File: src/logic/fpu_pkg.sv
// shared widths, exponent bias and word/field types of the fpu
// opcode enum and command controller state enum
`default_nettype none

package fpu_pkg;

  // ieee-754 single precision field widths
  localparam int EXP_BIAS = 127;
  localparam int EXP_W    = 8;
  localparam int FRAC_W   = 23;
  // stored fraction plus the hidden bit
  localparam int MANT_W   = 24;
  // mantissa plus carry bit at 24 plus sign bit at 25
  localparam int WIDE_W   = 26;

  // full packed word: sign, biased exponent, fraction
  typedef logic [31:0] word_t;

  // biased exponent field
  typedef logic [EXP_W-1:0] exp_t;

  // mantissa with hidden bit at the top
  typedef logic [MANT_W-1:0] mant_t;

  // two's complement working value of the adder
  typedef logic signed [WIDE_W-1:0] wide_mant_t;

  // operations understood by the engine
  typedef enum logic [1:0] {
    op_add = 2'd0,
    op_sub = 2'd1,
    op_mul = 2'd2
  } fpu_op_t;

  // command sequencing
  // st_compute is the single cycle in which the unit results are captured
  typedef enum logic [1:0] {
    st_idle    = 2'd0,
    st_compute = 2'd1,
    st_done    = 2'd2
  } ctrl_state_t;

endpackage

`default_nettype wire

File: src/logic/fpu_operand_if.sv
// unpacked operand fields and registered opcode
// src side is the unpack stage, dst side the arithmetic and output stages
`timescale 1ns/100ps
`default_nettype none

interface fpu_operand_if;

  // operand a
  logic                 a_sign;
  fpu_pkg::exp_t        a_exp;
  fpu_pkg::mant_t       a_mant;
  // operand b
  logic                 b_sign;
  fpu_pkg::exp_t        b_exp;
  fpu_pkg::mant_t       b_mant;
  // operation of the command in flight
  fpu_pkg::fpu_op_t     op;

  modport src (
    output a_sign, a_exp, a_mant,
    output b_sign, b_exp, b_mant,
    output op
  );

  modport dst (
    input a_sign, a_exp, a_mant,
    input b_sign, b_exp, b_mant,
    input op
  );

endinterface

`default_nettype wire

File: src/logic/fpu_cmd_ctrl.sv
// command controller fsm of the fpu
// sequences one command: load, capture, then wait for start to drop
`timescale 1ns/100ps
`default_nettype none

module fpu_cmd_ctrl (
  input  logic clk,
  input  logic arst,
  input  logic start,
  output logic load,
  output logic capture,
  output logic busy,
  output logic cmd_end
);

  fpu_pkg::ctrl_state_t state;
  fpu_pkg::ctrl_state_t next_state;

  // state register
  always_ff @(posedge clk, posedge arst) begin
    if (arst) begin
      state <= fpu_pkg::st_idle;
    end else begin
      state <= next_state;
    end
  end

  // next state
  always_comb begin
    next_state = state;
    case (state)
      fpu_pkg::st_idle: begin
        // operands are sampled in this same cycle
        if (start) begin
          next_state = fpu_pkg::st_compute;
        end
      end
      fpu_pkg::st_compute: begin
        // units are combinational, one cycle is enough
        next_state = fpu_pkg::st_done;
      end
      fpu_pkg::st_done: begin
        // hold the end level until the host releases start
        if (!start) begin
          next_state = fpu_pkg::st_idle;
        end
      end
      default: begin
        next_state = fpu_pkg::st_idle;
      end
    endcase
  end

  // operand load strobe, only accepted while idle
  assign load    = (state == fpu_pkg::st_idle) && start;
  // result register write strobe
  assign capture = (state == fpu_pkg::st_compute);
  // status levels toward the host
  assign busy    = (state != fpu_pkg::st_idle);
  assign cmd_end = (state == fpu_pkg::st_done);

endmodule

`default_nettype wire

File: src/logic/fpu_unpack.sv
// input side of the fpu
// registers the opcode and splits both operands into sign, exponent, mantissa
`timescale 1ns/100ps
`default_nettype none

module fpu_unpack (
  input  logic              clk,
  input  logic              arst,
  input  logic              load,
  input  fpu_pkg::fpu_op_t  op_in,
  input  fpu_pkg::word_t    a_operand,
  input  fpu_pkg::word_t    b_operand,
  fpu_operand_if.src        opnd
);

  // opcode register
  always_ff @(posedge clk, posedge arst) begin
    if (arst) begin
      opnd.op <= fpu_pkg::op_add;
    end else if (load) begin
      opnd.op <= op_in;
    end
  end

  // operand field registers
  // hidden bit is one for any nonzero exponent, zero for exact zero
  always_ff @(posedge clk) begin
    if (load) begin
      opnd.a_sign <= a_operand[31];
      opnd.a_exp  <= a_operand[30:23];
      opnd.a_mant <= {|a_operand[30:23], a_operand[fpu_pkg::FRAC_W-1:0]};
      opnd.b_sign <= b_operand[31];
      opnd.b_exp  <= b_operand[30:23];
      opnd.b_mant <= {|b_operand[30:23], b_operand[fpu_pkg::FRAC_W-1:0]};
    end
  end

endmodule

`default_nettype wire

File: src/logic/fpu_add_sub.sv
// add/sub unit of the fpu
// alignment, signed mantissa add or subtract, normalization
`timescale 1ns/100ps
`default_nettype none

module fpu_add_sub (
  fpu_operand_if.dst       opnd,
  output fpu_pkg::word_t   add_result
);

  fpu_pkg::mant_t      a_align;
  fpu_pkg::mant_t      b_align;
  fpu_pkg::exp_t       exp_big;
  fpu_pkg::wide_mant_t a_ext;
  fpu_pkg::wide_mant_t b_ext;
  fpu_pkg::wide_mant_t a_tc;
  fpu_pkg::wide_mant_t b_tc;
  fpu_pkg::wide_mant_t sum;
  fpu_pkg::wide_mant_t mag;
  fpu_pkg::wide_mant_t mag_shl;
  logic                res_sign;
  logic [4:0]          lz;

  // alignment
  // smaller operand shifts right, lost bits are truncated
  always_comb begin
    if (opnd.a_exp < opnd.b_exp) begin
      a_align = opnd.a_mant >> (opnd.b_exp - opnd.a_exp);
      b_align = opnd.b_mant;
      exp_big = opnd.b_exp;
    end else begin
      a_align = opnd.a_mant;
      b_align = opnd.b_mant >> (opnd.a_exp - opnd.b_exp);
      exp_big = opnd.a_exp;
    end
  end

  // two guard bits on top: carry at 24, sign at 25
  assign a_ext = {2'b00, a_align};
  assign b_ext = {2'b00, b_align};
  assign a_tc  = opnd.a_sign ? -a_ext : a_ext;
  assign b_tc  = opnd.b_sign ? -b_ext : b_ext;

  assign sum      = (opnd.op == fpu_pkg::op_sub) ? a_tc - b_tc : a_tc + b_tc;
  assign res_sign = sum[fpu_pkg::WIDE_W-1];
  // magnitude always fits below the sign bit
  assign mag      = res_sign ? -sum : sum;

  // leading zeros below bit 23, highest set bit wins
  always_comb begin
    lz = 5'd0;
    for (int i = 0; i < fpu_pkg::MANT_W; i++) begin
      if (mag[i]) begin
        lz = 5'(fpu_pkg::MANT_W - 1 - i);
      end
    end
  end

  assign mag_shl = mag << lz;

  // normalization and packing
  always_comb begin
    if (mag == '0) begin
      // exact cancellation or zero inputs
      add_result = '0;
    end else if (mag[fpu_pkg::MANT_W]) begin
      // carry out of bit 23, one step right
      add_result = {res_sign, exp_big + 8'd1, mag[fpu_pkg::FRAC_W:1]};
    end else begin
      // cancellation, shift left and lower exponent by the full count
      add_result = {res_sign, exp_big - fpu_pkg::exp_t'(lz),
                    mag_shl[fpu_pkg::FRAC_W-1:0]};
    end
  end

endmodule

`default_nettype wire

File: src/logic/fpu_mul.sv
// multiply unit of the fpu
// 24x24 mantissa product, exponent sum, round to nearest even
`timescale 1ns/100ps
`default_nettype none

module fpu_mul (
  fpu_operand_if.dst       opnd,
  output fpu_pkg::word_t   mul_result
);

  logic [2*fpu_pkg::MANT_W-1:0] product;
  logic [2*fpu_pkg::MANT_W-1:0] prod_norm;
  fpu_pkg::exp_t                exp_sum;
  fpu_pkg::exp_t                exp_norm;
  fpu_pkg::exp_t                exp_final;
  fpu_pkg::mant_t               mant_pre;
  fpu_pkg::mant_t               mant_final;
  logic [fpu_pkg::MANT_W:0]     mant_rnd;
  logic                         guard;
  logic                         sticky;
  logic                         round_up;
  logic                         res_sign;

  // unsigned mantissa product, value in [1, 4)
  assign product  = opnd.a_mant * opnd.b_mant;
  assign res_sign = opnd.a_sign ^ opnd.b_sign;

  // biased sum, wraps modulo 256 in between
  assign exp_sum = opnd.a_exp + opnd.b_exp - fpu_pkg::exp_t'(fpu_pkg::EXP_BIAS);

  // product at or above 2 keeps its top bit as the hidden bit
  // otherwise shift left one so bit 47 is always the hidden bit
  assign prod_norm = product[2*fpu_pkg::MANT_W-1] ? product : product << 1;
  assign exp_norm  = product[2*fpu_pkg::MANT_W-1] ? exp_sum + 8'd1 : exp_sum;

  // kept mantissa, first dropped bit and or of the rest
  assign mant_pre = prod_norm[2*fpu_pkg::MANT_W-1:fpu_pkg::MANT_W];
  assign guard    = prod_norm[fpu_pkg::MANT_W-1];
  assign sticky   = |prod_norm[fpu_pkg::MANT_W-2:0];

  // above half rounds up, exact half rounds to even lsb
  assign round_up = guard && (sticky || mant_pre[0]);
  assign mant_rnd = {1'b0, mant_pre} + (fpu_pkg::MANT_W+1)'(round_up);

  // rounding carry only from an all-ones mantissa
  // result is then 1.000... one exponent step up
  always_comb begin
    if (mant_rnd[fpu_pkg::MANT_W]) begin
      mant_final = mant_rnd[fpu_pkg::MANT_W:1];
      exp_final  = exp_norm + 8'd1;
    end else begin
      mant_final = mant_rnd[fpu_pkg::MANT_W-1:0];
      exp_final  = exp_norm;
    end
  end

  // hidden bit is dropped on packing
  assign mul_result = {res_sign, exp_final, mant_final[fpu_pkg::FRAC_W-1:0]};

endmodule

`default_nettype wire

File: src/logic/fpu_result_pack.sv
// output side of the fpu
// selects the unit result by opcode and holds it in the result register
`timescale 1ns/100ps
`default_nettype none

module fpu_result_pack (
  input  logic            clk,
  input  logic            arst,
  input  logic            capture,
  fpu_operand_if.dst      opnd,
  input  fpu_pkg::word_t  add_result,
  input  fpu_pkg::word_t  mul_result,
  output fpu_pkg::word_t  result
);

  fpu_pkg::word_t sel_result;

  // add and sub share one unit
  assign sel_result = (opnd.op == fpu_pkg::op_mul) ? mul_result : add_result;

  // result register, holds until the next command is captured
  always_ff @(posedge clk, posedge arst) begin
    if (arst) begin
      result <= '0;
    end else if (capture) begin
      result <= sel_result;
    end
  end

endmodule

`default_nettype wire

File: src/logic/fpu_top.sv
// top level of the fpu command engine
// controller, operand unpack, add/sub and multiply units, result register
`timescale 1ns/100ps
`default_nettype none

module fpu_top (
  input  logic              clk,
  input  logic              arst,
  input  logic              start,
  input  fpu_pkg::fpu_op_t  op,
  input  fpu_pkg::word_t    a_operand,
  input  fpu_pkg::word_t    b_operand,
  output fpu_pkg::word_t    result,
  output logic              busy,
  output logic              cmd_end
);

  logic           load;
  logic           capture;
  fpu_pkg::word_t add_result;
  fpu_pkg::word_t mul_result;

  // registered operand fields shared by units and output side
  fpu_operand_if u_opnd_if ();

  fpu_cmd_ctrl u_cmd_ctrl (
    .clk     (clk),
    .arst    (arst),
    .start   (start),
    .load    (load),
    .capture (capture),
    .busy    (busy),
    .cmd_end (cmd_end)
  );

  fpu_unpack u_unpack (
    .clk       (clk),
    .arst      (arst),
    .load      (load),
    .op_in     (op),
    .a_operand (a_operand),
    .b_operand (b_operand),
    .opnd      (u_opnd_if)
  );

  fpu_add_sub u_add_sub (
    .opnd       (u_opnd_if),
    .add_result (add_result)
  );

  fpu_mul u_mul (
    .opnd       (u_opnd_if),
    .mul_result (mul_result)
  );

  fpu_result_pack u_result_pack (
    .clk        (clk),
    .arst       (arst),
    .capture    (capture),
    .opnd       (u_opnd_if),
    .add_result (add_result),
    .mul_result (mul_result),
    .result     (result)
  );

endmodule

`default_nettype wire

File: config.mk
export PLATFORM = sky130hd
export DESIGN_NAME = fpu_top
export DESIGN_NICKNAME = d
export VERILOG_FILES = /design/src/logic/fpu_pkg.sv /design/src/logic/fpu_operand_if.sv /design/src/logic/fpu_cmd_ctrl.sv /design/src/logic/fpu_unpack.sv /design/src/logic/fpu_add_sub.sv /design/src/logic/fpu_mul.sv /design/src/logic/fpu_result_pack.sv /design/src/logic/fpu_top.sv
export SDC_FILE = /design/constraint.sdc
export NUM_CORES = 2
export LEC_CHECK = 0
export BUFFER_PORTS_ARGS = -buffer_cell sky130_fd_sc_hd__buf_4
export CAP_MARGIN = 25
export CORE_ASPECT_RATIO = 0.6
export CORE_MARGIN = 10
export CORE_UTILIZATION = 60
export CTS_CLUSTER_SIZE = 30
export DETAILED_ROUTE_END_ITERATION = 10
export PLACE_DENSITY_LB_ADDON = 0.2
export SLEW_MARGIN = 5
export SYNTH_ARGS = -nofsm -noshare
export SYNTH_HDL_FRONTEND = slang
export SYNTH_SLANG_ARGS = --single-unit
File: constraint.sdc
create_clock -name clk -period 13.8 [get_ports clk]
set_input_delay 2.07 -clock clk [delete_from_list [all_inputs] [get_ports clk]]
set_output_delay 2.07 -clock clk [all_outputs]
set_load 0.02 [all_outputs]
==> impl_metrics.json <==
{
  "status": "finished clean",
  "tightest_slew_ns": 1.18,
  "crit_type": "register to register",
  "start_kind": "register",
  "gp_congestion": 1.07,
  "drt_first_pass_iters": 7,
  "yosysMostFrequentCell": "nand2_1",
  "place_ws_ns": 0.676,
  "drc": 0,
  "drive_gt1_share_pct": 8.57,
  "start_util_pct": 60.9,
  "finalSetupViolCount": 0,
  "period_share_pct": 97.1,
  "cts.htree.levels": 3,
  "core.rowCount": 68,
  "grt_pass1_vias": 31400,
  "netlist_instances": 4242,
  "arrival_ns": 13.68,
  "seqCellArea_um2": 2880,
  "io_pins": 103,
  "yosys_warnings": 0,
  "grt_max_degree": 65,
  "finalCriticalPeriod_ns": 13.39,
  "synth.avg_cell_area_um2": 8.29,
  "ys_types": 109,
  "drt_wl_total_mm": 130,
  "syn-cell-area_um2": 35100,
  "cpPeakStageDelay_ns": 0.83,
  "max_slew_margin_pct": 20.7,
  "port_buffers": 102,
  "overflow": 0,
  "numCtsBuffers": 9,
  "core_um2": 57700,
  "postRouteAntennaNets": 0,
  "dpl.hpwl_mm": 103,
  "cts-root-buf": "clkbuf_16",
  "multi_input_area_um2": 29100,
  "fin_tns_setup_ns": 0,
  "postCtsSetupRepairBufs": 0,
  "synth_ff_type": "edfxtp_1",
  "cts_buffer_depth": 2,
  "clk_pin_slew_ns": 0.09,
  "nFillCells": 4954,
  "path_max_fanout": 16,
  "layout_setup_ws_ns": 0.406,
  "rsz0062_at_grt": "no",
  "grt_usage_pct": 37.0,
  "synth_seq_area_share_pct": 8.20,
  "die_h_um": 207,
  "drv_cap": 0,
  "critPathCaptureType": "register",
  "cts_tree": "built",
  "wl_per_cell_um": 26.0,
  "drt-initial-drc-count": 4607,
  "die_width_um": 332,
  "nNetsFinal": 5018,
  "yosys_register_bits": 102,
  "grt_pass1_wl_mm": 198,
  "dieArea_um2": 69000,
  "synth_fp_nets": 5042,
  "cp.required_ns": 14.09,
  "skew_ns": 0.0267,
  "synth_common_cells": "nand2_1 (591), inv_1 (566), fa_1 (487), ha_1 (244), and2_1 (215)",
  "max_freq_mhz": 74.7,
  "vias": 32494,
  "via_per_inst": 6.51,
  "async_reset_ff_share_pct": 35.3,
  "synth-edff-count": 66,
  "antenna_found_initial": 2,
  "min_path_type": "register to register",
  "yosysTopAreaCell": "fa_1",
  "hold_violations": 0,
  "slowest_stage": "fa_2",
  "clk_latency_ns": 0.42,
  "netlist_top_cells_area": "fa_1 (28%), ha_1 (8.7%), nand2_1 (6.3%)",
  "syn_to_final_growth_pct": 5.69,
  "slew_viol_final": 0,
  "cts.sinks": 102,
  "synth_top_area_share_pct": 27.7
}
## sequential cells by signal, indices dropped and copies added (netlist names)
name / cells
u_unpack.opnd.b_sign: 1
u_unpack.opnd.b_exp: 8
u_unpack.opnd.a_mant: 24
u_cmd_ctrl.state: 2
u_result_pack.result: 32
u_unpack.opnd.b_mant: 24
u_unpack.opnd.a_exp: 8
u_unpack.opnd.a_sign: 1
u_unpack.opnd.op: 2
## what timing repair did
action | in CTS | in global routing
hold endpoints to repair | 0 | 0
setup endpoints to repair | 0 | 7
hold buffers | 0 | 0
resized for setup | 0 | 4
## worst max-delay path: cells and delay by family, from the launching register on
family	cells	cell delay, ns
adder cells (fa/ha/maj)	6	2.16
multiplexers	1	0.26
flip-flops	1	0.43
XOR/XNOR	6	1.35
AND/OR/NAND/NOR	10	1.99
buffers and inverters	6	1.03
AO/OA/AOI/OAI	23	6.03
## per-stage QoR
stage                     area (µm²)  hold WS (ns)  instances  utilization, %
after floorplan                35100         0.533       4242               -
after global placement         36700         0.473       4969            63.6
after detailed placement       36700         0.476       4970            63.6
after CTS                      37000         0.497       4986            64.2
after global routing           37100         0.523       4993            64.4
final                          37100         0.499       4995            64.4
## per-layer routing
metal,global-route usage [%],up-vias,share of wire [%]
met5,0,-,0.017
met4,6.19,4,2.0
met3,19.3,224,18
met2,45.4,2341,36
met1,56.1,15801,44
li1,-,14124,-
## worst paths after layout
kind	slack [ns]	cells after the start	to	startpoint
min reg2reg	0.50	2	u_result_pack.result[3]	u_result_pack.result[3]
max in group asynchronous	11.64	3	u_result_pack.result[30]	arst
max reg2reg	0.41	52	u_result_pack.result[30]	u_unpack.opnd.a_exp[0]
max	0.41	52	u_result_pack.result[30]	u_unpack.opnd.a_exp[0]
min	0.50	2	u_result_pack.result[3]	u_result_pack.result[3]
min in group asynchronous	1.78	3	u_result_pack.result[5]	arst
## area by class of cell
type	instances	share of cell area (%)
Antenna cell	2	0.0135
Clock buffer	9	0.606
Clock inverter	7	0.253
Inverter	570	5.76
Multi-Input combinational cell	3305	78.2
Sequential cell	102	7.76
Tap cell	770	2.59
Timing Repair Buffer	230	4.77
## kinds of logic (layout without fill, tap and decap cells)
logic type               count (synthesis)  in the layout  synth area share [%]
AO/OA/AOI/OAI                          705            705                  13.9
XOR/XNOR                               231            231                  5.82
AND/OR/NAND/NOR                       1454           1454                  20.0
flip-flops                             102            102                  8.20
adder cells (fa/ha/maj)                731            731                  36.4
multiplexers                           184            184                  6.26
other                                    0              2                     0
buffers and inverters                  835            816                  9.39
## placed cells by master, fill, tap and decap left out, drive strengths merged, types with 81 or more instances in the layout
cell type and instances:
nand2 591, inv 572, fa 487, ha 244
buf 229, and2 218, nor2 214, xnor2 150
o21ai 140, mux2i 134, a21oi 131, nor3 91
nand3 90, xor2 81
Power is not shown: default switching activity piles up to over one toggle a cycle in this logic, so the estimate is an artifact.
